**src/design/rvDecodePkg.sv**
```systemverilog
package rvDecodePkg;

    localparam int DATA_W = 32;

    // RV32I base opcodes, instr[6:0]
    typedef enum logic [6:0] {
        OP_R      = 7'b0110011,
        OP_I      = 7'b0010011,
        OP_LOAD   = 7'b0000011,
        OP_STORE  = 7'b0100011,
        OP_BRANCH = 7'b1100011,
        OP_LUI    = 7'b0110111,
        OP_AUIPC  = 7'b0010111,
        OP_JAL    = 7'b1101111,
        OP_JALR   = 7'b1100111,
        OP_SYSTEM = 7'b1110011,
        OP_FENCE  = 7'b0001111
    } opcode_e;

    // Class of operation handed to ALU control
    typedef enum logic [2:0] {
        ALU_LOAD_STORE = 3'b000,
        ALU_BRANCH     = 3'b001,
        ALU_R_TYPE     = 3'b010,
        ALU_I_TYPE     = 3'b011,
        ALU_ADD_UPPER  = 3'b100
    } aluOp_e;

    typedef enum logic [1:0] {
        JUMP_NONE = 2'd0,
        JUMP_JAL  = 2'd1,
        JUMP_JALR = 2'd2
    } jump_e;

    typedef struct packed {
        logic       branch;
        logic       memRead;
        logic       memWrite;
        logic       memToReg;
        aluOp_e     aluOp;
        logic [1:0] aluSrcA;  // 0 rs1, 1 PC, 2 zero
        logic       aluSrcB;  // 1 selects immediate
        logic       regWrite;
        jump_e      jump;
        logic       pcPlus4;
        logic       csrEn;
        logic       ex;       // Trap request
    } ctrl_t;

endpackage

```
**src/design/decodeIf.sv**
```systemverilog
`timescale 1ns/1ps

interface decodeIf;
    import rvDecodePkg::*;

    ctrl_t             ctrl;
    logic [DATA_W-1:0] imm;
    logic [DATA_W-1:0] rs1Data;
    logic [DATA_W-1:0] rs2Data;
    logic [4:0]        rd;

    modport ctrlSrc (output ctrl);

    modport immSrc (output imm);

    modport regSrc (output rs1Data, output rs2Data, output rd);

    modport sink (
        input ctrl,
        input imm,
        input rs1Data,
        input rs2Data,
        input rd
    );

endinterface

```
**src/design/mainControl.sv**
```systemverilog
`timescale 1ns/1ps

module mainControl (
    input  logic [31:0]    i_instr,
    input  logic           i_flush,
    decodeIf.ctrlSrc       ctrlPort
);
    import rvDecodePkg::*;

    logic [6:0]  opcode;
    logic [2:0]  funct3;
    logic [11:0] funct12;
    logic [4:0]  rs1;
    logic [4:0]  rd;
    logic        isTrapCall;
    ctrl_t       ctrlNext;

    assign opcode  = i_instr[6:0];
    assign funct3  = i_instr[14:12];
    assign funct12 = i_instr[31:20];
    assign rs1     = i_instr[19:15];
    assign rd      = i_instr[11:7];

    // ECALL or EBREAK
    assign isTrapCall = (funct3 == 3'd0) && (rs1 == 5'd0) && (rd == 5'd0) &&
                        ((funct12 == 12'd0) || (funct12 == 12'd1));

    always_comb begin
        ctrlNext = '0;  // Unused fields stay low
        if (!i_flush) begin
            case (opcode)
                OP_R: begin
                    ctrlNext.regWrite = 1'b1;
                    ctrlNext.aluOp    = ALU_R_TYPE;
                end
                OP_I: begin
                    ctrlNext.aluSrcB  = 1'b1;
                    ctrlNext.regWrite = 1'b1;
                    ctrlNext.aluOp    = ALU_I_TYPE;
                end
                OP_LOAD: begin
                    ctrlNext.memRead  = 1'b1;
                    ctrlNext.memToReg = 1'b1;
                    ctrlNext.aluSrcB  = 1'b1;
                    ctrlNext.regWrite = 1'b1;
                end
                OP_STORE: begin
                    ctrlNext.memWrite = 1'b1;
                    ctrlNext.aluSrcB  = 1'b1;
                end
                OP_BRANCH: begin
                    ctrlNext.branch = 1'b1;
                    ctrlNext.aluOp  = ALU_BRANCH;
                end
                OP_LUI: begin
                    ctrlNext.aluSrcA  = 2'd2;  // Zero plus imm
                    ctrlNext.aluSrcB  = 1'b1;
                    ctrlNext.regWrite = 1'b1;
                    ctrlNext.aluOp    = ALU_ADD_UPPER;
                end
                OP_AUIPC: begin
                    ctrlNext.aluSrcA  = 2'd1;  // PC plus imm
                    ctrlNext.aluSrcB  = 1'b1;
                    ctrlNext.regWrite = 1'b1;
                    ctrlNext.aluOp    = ALU_ADD_UPPER;
                end
                OP_JAL: begin
                    ctrlNext.regWrite = 1'b1;
                    ctrlNext.jump     = JUMP_JAL;
                    ctrlNext.pcPlus4  = 1'b1;
                end
                OP_JALR: begin
                    ctrlNext.aluSrcB  = 1'b1;
                    ctrlNext.regWrite = 1'b1;
                    ctrlNext.aluOp    = ALU_ADD_UPPER;  // rs1 + imm target
                    ctrlNext.jump     = JUMP_JALR;
                    ctrlNext.pcPlus4  = 1'b1;
                end
                OP_FENCE: ;  // NOP
                OP_SYSTEM: begin
                    ctrlNext.regWrite = 1'b1;
                    ctrlNext.csrEn    = 1'b1;
                    ctrlNext.ex       = isTrapCall;
                end
                default: ctrlNext.ex = 1'b1;  // Illegal opcode
            endcase
        end
    end

    assign ctrlPort.ctrl = ctrlNext;

endmodule

```
**src/design/immGen.sv**
```systemverilog
`timescale 1ns/1ps

module immGen (
    input  logic [31:0]    i_instr,
    decodeIf.immSrc        immPort
);
    import rvDecodePkg::*;

    logic [DATA_W-1:0] immNext;
    logic              sign;

    assign sign = i_instr[31];

    always_comb begin
        case (i_instr[6:0])
            OP_I, OP_LOAD, OP_JALR:
                immNext = {{20{sign}}, i_instr[31:20]};
            OP_STORE:
                immNext = {{20{sign}}, i_instr[31:25], i_instr[11:7]};
            OP_BRANCH:
                immNext = {{19{sign}}, sign, i_instr[7], i_instr[30:25],
                           i_instr[11:8], 1'b0};
            OP_LUI, OP_AUIPC:
                immNext = {i_instr[31:12], 12'd0};
            OP_JAL:
                immNext = {{11{sign}}, sign, i_instr[19:12], i_instr[20],
                           i_instr[30:21], 1'b0};
            default:
                immNext = '0;  // No immediate field
        endcase
    end

    assign immPort.imm = immNext;

endmodule

```
**src/design/regFile.sv**
```systemverilog
`timescale 1ns/1ps

module regFile #(
    parameter int RegCount = 32
) (
    input  logic                          i_Clk,
    input  logic                          i_rstN,
    input  logic [4:0]                    i_rs1Addr,
    input  logic [4:0]                    i_rs2Addr,
    input  logic                          i_wrEn,
    input  logic [4:0]                    i_wrAddr,
    input  logic [rvDecodePkg::DATA_W-1:0] i_wrData,
    decodeIf.regSrc                       regPort
);
    import rvDecodePkg::*;

    localparam int AddrW = $clog2(RegCount);

    logic [DATA_W-1:0] regs [RegCount];
    logic [AddrW-1:0]  wrIdx;
    logic [AddrW-1:0]  rs1Idx;
    logic [AddrW-1:0]  rs2Idx;

    assign wrIdx  = i_wrAddr[AddrW-1:0];   // Upper bits ignored for RV32E
    assign rs1Idx = i_rs1Addr[AddrW-1:0];
    assign rs2Idx = i_rs2Addr[AddrW-1:0];

    always_ff @(posedge i_Clk or negedge i_rstN) begin
        if (!i_rstN) begin
            regs <= '{default: '0};
        end else if (i_wrEn && (wrIdx != '0)) begin
            regs[wrIdx] <= i_wrData;
        end
    end

    function automatic logic [DATA_W-1:0] readReg(input logic [AddrW-1:0] addr);
        if (addr == '0) begin
            return '0;
        end else if (i_wrEn && (addr == wrIdx)) begin
            return i_wrData;  // Write bypass
        end
        return regs[addr];
    endfunction

    always_comb begin
        regPort.rs1Data = readReg(rs1Idx);
        regPort.rs2Data = readReg(rs2Idx);
    end

endmodule

```
**src/design/decodeHandshake.sv**
```systemverilog
`timescale 1ns/1ps

module decodeHandshake (
    input  logic                           i_Clk,
    input  logic                           i_rstN,
    input  logic                           i_req,
    output logic                           o_ack,
    decodeIf.sink                          bundle,
    output rvDecodePkg::ctrl_t             o_ctrl,
    output logic [rvDecodePkg::DATA_W-1:0] o_imm,
    output logic [rvDecodePkg::DATA_W-1:0] o_rs1Data,
    output logic [rvDecodePkg::DATA_W-1:0] o_rs2Data,
    output logic [4:0]                     o_rd
);

    logic capture;
    logic release_;

    // Ack follows req one edge later
    assign capture  = i_req && !o_ack;
    assign release_ = !i_req && o_ack;

    always_ff @(posedge i_Clk or negedge i_rstN) begin
        if (!i_rstN) begin
            o_ack <= 1'b0;
        end else if (capture) begin
            o_ack <= 1'b1;
        end else if (release_) begin
            o_ack <= 1'b0;
        end
    end

    // Results held until the next request is taken
    always_ff @(posedge i_Clk or negedge i_rstN) begin
        if (!i_rstN) begin
            o_ctrl    <= '0;
            o_imm     <= '0;
            o_rs1Data <= '0;
            o_rs2Data <= '0;
            o_rd      <= '0;
        end else if (capture) begin
            o_ctrl    <= bundle.ctrl;
            o_imm     <= bundle.imm;
            o_rs1Data <= bundle.rs1Data;
            o_rs2Data <= bundle.rs2Data;
            o_rd      <= bundle.rd;
        end
    end

endmodule

```
**src/design/decodeTop.sv**
```systemverilog
`timescale 1ns/1ps

module decodeTop #(
    parameter int RegCount = 32
) (
    input  logic                           i_Clk,
    input  logic                           i_rstN,
    input  logic                           i_req,
    input  logic [31:0]                    i_instr,
    input  logic                           i_flush,
    output logic                           o_ack,
    input  logic                           i_wrEn,
    input  logic [4:0]                     i_wrAddr,
    input  logic [rvDecodePkg::DATA_W-1:0] i_wrData,
    output logic                           o_branch,
    output logic                           o_memRead,
    output logic                           o_memWrite,
    output logic                           o_memToReg,
    output logic [2:0]                     o_aluOp,
    output logic [1:0]                     o_aluSrcA,
    output logic                           o_aluSrcB,
    output logic                           o_regWrite,
    output logic [1:0]                     o_jump,
    output logic                           o_pcPlus4,
    output logic                           o_csrEn,
    output logic                           o_ex,
    output logic [rvDecodePkg::DATA_W-1:0] o_imm,
    output logic [rvDecodePkg::DATA_W-1:0] o_rs1Data,
    output logic [rvDecodePkg::DATA_W-1:0] o_rs2Data,
    output logic [4:0]                     o_rd
);
    import rvDecodePkg::*;

    ctrl_t ctrlQ;

    decodeIf bus ();

    assign bus.rd = i_instr[11:7];

    mainControl uCtrl (
        .i_instr  (i_instr),
        .i_flush  (i_flush),
        .ctrlPort (bus.ctrlSrc)
    );

    immGen uImm (
        .i_instr (i_instr),
        .immPort (bus.immSrc)
    );

    regFile #(.RegCount(RegCount)) uRegs (
        .i_Clk     (i_Clk),
        .i_rstN    (i_rstN),
        .i_rs1Addr (i_instr[19:15]),
        .i_rs2Addr (i_instr[24:20]),
        .i_wrEn    (i_wrEn),
        .i_wrAddr  (i_wrAddr),
        .i_wrData  (i_wrData),
        .regPort   (bus.regSrc)
    );

    decodeHandshake uHs (
        .i_Clk     (i_Clk),
        .i_rstN    (i_rstN),
        .i_req     (i_req),
        .o_ack     (o_ack),
        .bundle    (bus.sink),
        .o_ctrl    (ctrlQ),
        .o_imm     (o_imm),
        .o_rs1Data (o_rs1Data),
        .o_rs2Data (o_rs2Data),
        .o_rd      (o_rd)
    );

    // Registered bundle out to plain ports
    assign o_branch   = ctrlQ.branch;
    assign o_memRead  = ctrlQ.memRead;
    assign o_memWrite = ctrlQ.memWrite;
    assign o_memToReg = ctrlQ.memToReg;
    assign o_aluOp    = ctrlQ.aluOp;
    assign o_aluSrcA  = ctrlQ.aluSrcA;
    assign o_aluSrcB  = ctrlQ.aluSrcB;
    assign o_regWrite = ctrlQ.regWrite;
    assign o_jump     = ctrlQ.jump;
    assign o_pcPlus4  = ctrlQ.pcPlus4;
    assign o_csrEn    = ctrlQ.csrEn;
    assign o_ex       = ctrlQ.ex;

endmodule

```
**config.mk**
```make
export PLATFORM = sky130hd
export DESIGN_NAME = decodeTop
export DESIGN_NICKNAME = d
export VERILOG_FILES = /design/src/design/rvDecodePkg.sv /design/src/design/decodeIf.sv /design/src/design/mainControl.sv /design/src/design/immGen.sv /design/src/design/regFile.sv /design/src/design/decodeHandshake.sv /design/src/design/decodeTop.sv
export SDC_FILE = /design/constraint.sdc
export NUM_CORES = 2
export LEC_CHECK = 0
export BUFFER_PORTS_ARGS = -buffer_cell sky130_fd_sc_hd__buf_4
export CAP_MARGIN = 20
export CORE_MARGIN = 1.5
export CORE_UTILIZATION = 53
export CTS_CLUSTER_DIAMETER = 50
export CTS_CLUSTER_SIZE = 10
export DETAILED_ROUTE_END_ITERATION = 8
export HOLD_SLACK_MARGIN = 0.06
export PLACE_DENSITY = 0.7
export REMOVE_ABC_BUFFERS = 1
export SLEW_MARGIN = 20
export SYNTH_ARGS = -nofsm -noshare
export SYNTH_HDL_FRONTEND = slang
export SYNTH_SLANG_ARGS = --single-unit
```
**constraint.sdc**
```tcl
create_clock -name i_Clk -period 5.7 [get_ports i_Clk]
set_clock_uncertainty 0.1 [all_clocks]
set_input_delay 0.57 -clock i_Clk [delete_from_list [all_inputs] [get_ports i_Clk]]
set_output_delay 0.57 -clock i_Clk [all_outputs]
set_load 0.01 [all_outputs]
```
* After elaboration in Yosys (flattened, before gate mapping)
Cells that the tools add are included.
** Word-level totals
- Bits in registers :: 1142
- Output and inout bits :: 118
- Word-level logic and storage cells :: 128
- Bits of input ports :: 74
** Cells by class
- Reduce and logical (&&, ||, !) cells :: 25
- Magnitude comparators :: 4
- Bitwise logic cells :: 3
- Multiplexer cells :: 33
- Eq/ne operators :: 14
** Operator list (count)
- $bwmux W1024 :: 1
- $mux W32 :: 11
- $bmux W32 S5 :: 2
- $demux W32 S5 :: 1
- $pmux W32 S5 :: 1
- $eq A7 B7 Y1 const B :: 4
- $eq A7 B6 Y1 const B :: 3
- $ge A6 B6 Y1 const B :: 3
- $not A5 Y6 :: 3
- $mux W16 :: 1
- $logic_not A5 Y1 :: 3
- $eq A7 B5 Y1 const B :: 2
- $eq A12 B1 Y1 const B :: 1
- $logic_not A12 Y1 :: 1
- $mux W1 :: 12
- $pmux W3 S4 :: 1
- $eq A5 B5 Y1 :: 2
- $reduce_or A10 Y1 :: 1
- $logic_and A1 B1 Y1 :: 9
- $reduce_or A8 Y1 :: 1
- $eq A7 B2 Y1 const B :: 1
- $eq A7 B4 Y1 const B :: 1
- $lt A6 B1 Y1 const B :: 1
- $pmux W3 S2 :: 1
- other kinds (10) :: 12

* Logic depth before layout (Yosys ltp)
- Depth in word-level cells :: 6
- Depth in mapped cells :: 9
- Gate-level depth less buffers :: 6

* Worst setup path after synthesis
OpenSTA, ideal clock, no wires.
- Path type :: input -> register
- Start point :: in i_instr[20]
- End point :: reg uHs.o_rs2Data[22] (netlist name)
- Setup time :: 0.126 ns
- Data required time :: 5.474 ns
- Stages on the path :: 9
- Path buffers :: 5
- Data arrival time :: 2.395 ns
- Path slack :: 3.079 ns
- Path through :: buf_6 -> buf_12 -> buf_6 -> buf_2 -> buf_2 -> mux4_2 -> o22ai_1 -> nor4_1 -> a221o_1
** Between the ends
- Cells in the longest elaborated chain, start to end :: 5
- Elaborated cells between the ends (all ways) :: 11
- Classes of those cells :: 1 x eq/ne; 7 x mux; 1 x bitwise; 2 x reduce/logical
** RTL lines
- start, declared :: line decodeTop.sv:9 : input logic [31:0] i_instr,
- $not A5 Y6 (not written as such) or $eq A5 B5 Y1 (tied branches) :: line regFile.sv:42, regFile.sv:39
- $bmux W32 S5 or $logic_and A1 B1 Y1 (tied branches) :: line regFile.sv:42, regFile.sv:39
- $mux W32 (not written as such) or $mux W1 (tied branches) :: line regFile.sv:42, regFile.sv:39
- $mux W32 (not written as such) or $mux W1 (tied branches) :: line regFile.sv:42, regFile.sv:37
- $mux W32 * :: line regFile.sv:42 : return regs[addr];
- end signal, assigned :: line decodeHandshake.sv:45 : o_rs2Data <= bundle.rs2Data;
- end, declared :: line decodeHandshake.sv:12 : output logic [rvDecodePkg::DATA_W-1:0] o_rs2Data,
Mark *: on every way between the ends. The rest lies on a longest branch, timed or not. The select of a mux whose other input is x is not followed.
A chain may end at the register's enable or synchronous reset.

* Worst setup path after layout
- Start point :: in i_req
- End point :: reg uHs.o_rs2Data[16] (netlist name)
** Between the ends
- Cells in the longest elaborated chain, start to end :: 1
** RTL lines
- start, declared :: line decodeTop.sv:8 : input logic i_req,
- $logic_and A1 B1 Y1 :: line decodeHandshake.sv:20 : assign capture = i_req && !o_ack;
- net uHs.capture :: line decodeHandshake.sv:16 : logic capture;
The timed path passes the listed nets, and every way through them passes these cells.

==> reports/metrics.yaml <==
timing:
  post-route-period-util_pct: 57.0
  max_freq_mhz: 308
  finalMaxSlewViolations: 0
  final-setup-viol-count: 0
  rsz_0062_raised_after_global_routing: "no"
  timing.setup.tns_ns: 0
  worst_pin_slew_ns: 1.11
  slew_headroom_pct: 26.1
  post-route-min-period_ns: 3.25
  timing_hold_violations_final: 0
global_route:
  groute.layer.met2.usage_pct: 47.6
  global_route.overflow_total: 0
  grt_max_degree: 157
  grt_pass1_vias: 37900
  groute.usage.overall_pct: 31.2
  groute.layer.met3.usage_pct: 6.73
  antenna_found_initial: 2
  grt_first_pass_wirelength_um: 258000
  top_usage_layer: "met2"
  gr-usage-met1_pct: 45.0
synthesis:
  synth.cell_area_sq_um: 58900
  synth.distinct_cells: 60
  postSynthCellCount: 3746
  yosys_most_used_dff: "sky130_fd_sc_hd__dfrtp_1"
  synth_enable_flop_cells: 0
  ys_ff_latch: 1141
  synth_area_per_cell_sq_um: 15.7
  register_area_share_after_synthesis_pct: 48.5
  async_flop_share_pct: 100
  synthesis.yosys.warnings: 0
routing:
  first_iter_violations: 3643
  dr.pass1.iters: 7
  drtAntennaViolNets: 0
  totalWireLength_um: 173000
  drt-vias-per-instance: 6.94
  post-route-drc-count: 0
  wl_per_cell_um: 32.6
  route.vias.total: 36800
power_and_ir_drop:
  clock_power_share_pct: 33.9
  power_leakage_uw: 0.0286
  pwr-share-comb_pct: 21.2
  pwr_density_cell_nw_per_um2: 373
  power_switching_uw: 6830
  power.share.switching_pct: 27.7
  cell_internal_pwr_uw: 17800
  power_frac_seq_pct: 44.9
  power.ir.vdd_worst_v: 0.000287
worst_setup_path:
  crit_path_max_fanout: 55
  cp_data_required_time_ns: 6.28
  critical_path_at_ns: 3.83
  endpoint_kind: "register"
  worstSetupStartpointType: "input port"
  timing_worst_setup_path_type: "in2reg"
clock_tree:
  cts_inserted_buffers: 144
  clock_tree.htree_level_count: 4
  cts-root-buf: "sky130_fd_sc_hd__clkbuf_16"
  clk_lat_worst_skew_ns: 0.75
  cts-root-to-sink-buffers: 3
  cts-resized-gates: 0
  clock_tree_from_tritoncts: "done"
  clock_sinks: 1141
  clkSlewWorstSetupHoldPaths_ns: 0.05
hold_path:
  worst_hold_path_type: "in2reg"
final_layout:
  num-nets-final: 3839
  final_common_cell: "sky130_fd_sc_hd__dfrtp_1"
  post_route_cells_drive_above_1_share_pct: 54.9
  most-common-layout-cells: "sky130_fd_sc_hd__dfrtp_1 (1141), sky130_fd_sc_hd__mux2_2 (1001), sky130_fd_sc_hd__mux4_2 (573), sky130_fd_sc_hd__buf_4 (254), sky130_fd_sc_hd__clkbuf_16 (147)"
  area_growth_pct: 12.1
  fin_util_pct: 59.8
  final_cell_area_sq_um: 66000
floorplanning:
  die_area_sq_um: 113000
  design.core.area_sq_um: 110000
  effective_utilization_at_floorplan_pct: 53.3
  y_dimension_of_the_die_um: 336
  std_cell_rows: 122
  die_x_um: 336
  ioPinCount: 192
status:
  outcome: "completed"
placed_design:
  gp_routability_congestion: 0.811
  dpl.hpwl_um: 96500
  io_buffer_count: 191
  placement.cell_area_sq_um: 61500
flow_run:
  drv_cap: 0
-- sequential cells by signal (all words and copies together) (netlist names) --
signal,cells
uHs.o_imm,32
uHs.o_rs2Data,32
uHs.o_rd,5
uHs.o_ctrl,15
uRegs.regs,1024
uHs.o_rs1Data,32
uHs.o_ack,1
-- per-layer routing --
| metal | part of all wire, % | vias up |
|---|---|---|
| li1 | - | 14700 |
| met1 | 42 | 20100 |
| met2 | 47 | 1731 |
| met3 | 8.3 | 308 |
| met4 | 2.7 | 0 |
| met5 | 0 | - |
-- cell families after synthesis --
kind of cell / share of synthesized area (%)
simple gates: 1.99
xor+xnor: 0.149
mux: 43.2
compound gates: 2.79
flops: 48.5
buf+inv: 3.34
fa+ha+maj: 0.0213
-- final timing paths --
check / from / endpoint / slack [ns] / cells past startpoint
max reg2reg: uHs.o_ack$_DFFE_PN0P_ / uHs.o_rs2Data[16]$_DFFE_PN0P_ / 2.47 / 7
min reg2reg: uRegs.regs[1010]$_DFFE_PN0P_ / uRegs.regs[1010]$_DFFE_PN0P_ / 0.29 / 0
min: i_instr[4] / uHs.o_ctrl[7]$_DFFE_PN0P_ / 0.1 / 3
max: i_req / uHs.o_rs2Data[16]$_DFFE_PN0P_ / 2.45 / 8
min in group asynchronous: i_rstN / uRegs.regs[487]$_DFFE_PN0P_ / 0.46 / 2
max in group asynchronous: i_rstN / uRegs.regs[211]$_DFFE_PN0P_ / 3.57 / 3
-- worst max-delay path, stage by stage --
cell and delay (ns):
sky130_fd_sc_hd__dlygate4sd3_1 0.54, sky130_fd_sc_hd__buf_4 0.10, sky130_fd_sc_hd__ha_2 0.22, sky130_fd_sc_hd__buf_4 0.51, sky130_fd_sc_hd__o21ai_0 0.24, sky130_fd_sc_hd__and4b_2 0.79, sky130_fd_sc_hd__buf_4 0.55, sky130_fd_sc_hd__a221o_1 0.24
-- final cells by class --
class	instances	area (sq um)
Inverter	17	71.3
Fill cell	8248	44400
Multi-Input combinational cell	2158	28600
Clock inverter	36	375
Clock buffer	163	3830
Timing Repair Buffer	302	2660
Sequential cell	1141	28600
Antenna cell	1	2.50
Tap cell	1488	1860
-- cell usage after synthesis, drive strengths merged (2+ instances only) --
library cell,instances,area [sq um]
dfrtp,1141,28600
mux2,1001,11300
mux4,573,12900
clkbuf,258,968
buf,172,933
mux2i,125,1250
nor2,70,263
o22ai,67,419
a221o,64,641
nand2,39,146
nor3,37,185
nor4,36,225
o21ai,18,90.1
o2bb2ai,18,158
inv,17,63.8
a21oi,14,70.1
a31oi,12,75.1
nand3,12,60.1
nand3b,8,60.1
xnor2,6,52.6
a22o,4,35.0
a22oi,4,30.0
and3b,4,35.0
nor3b,4,30.0
xor2,4,35.0
nor2b,3,18.8
or2,3,18.8
or4,3,22.5
and2,2,12.5
and4b,2,20.0
nand2b,2,12.5
nand4,2,12.5
o32ai,2,17.5
-- metrics by stage --
| stage | setup slack (ns) | std cells | power, uW | hold slack, ns |
|---|---|---|---|---|
| finish | 2.45 | 5306 | 24600 | 0.0982 |
| global route | 2.42 | 5306 | 25600 | 0.108 |
| CTS | 2.58 | 5303 | 24700 | 0.0649 |
| detailed placement | 1.98 | 5083 | 16300 | 0.282 |
| global placement | 2.03 | 5079 | 16100 | 0.279 |
| floorplan | 0.940 | 3316 | 14100 | 0.174 |
-- power groups by stage --
stage               sequential (uW)  clock, uW  combinational [uW]
detailed placement            11100          0                5200
CTS                           11000       8460                5230
finish                        11000       8360                5220
global placement              11100          0                5080
floorplan                     10700          0                3400
global route                  11200       8780                5560
-- repair_timing --
action / in CTS / in global routing
hold endpoints to repair: 131 / 0
setup buffers: 0 / 0
hold buffers: 21 / 0
Power figures use the tool's default switching activity.
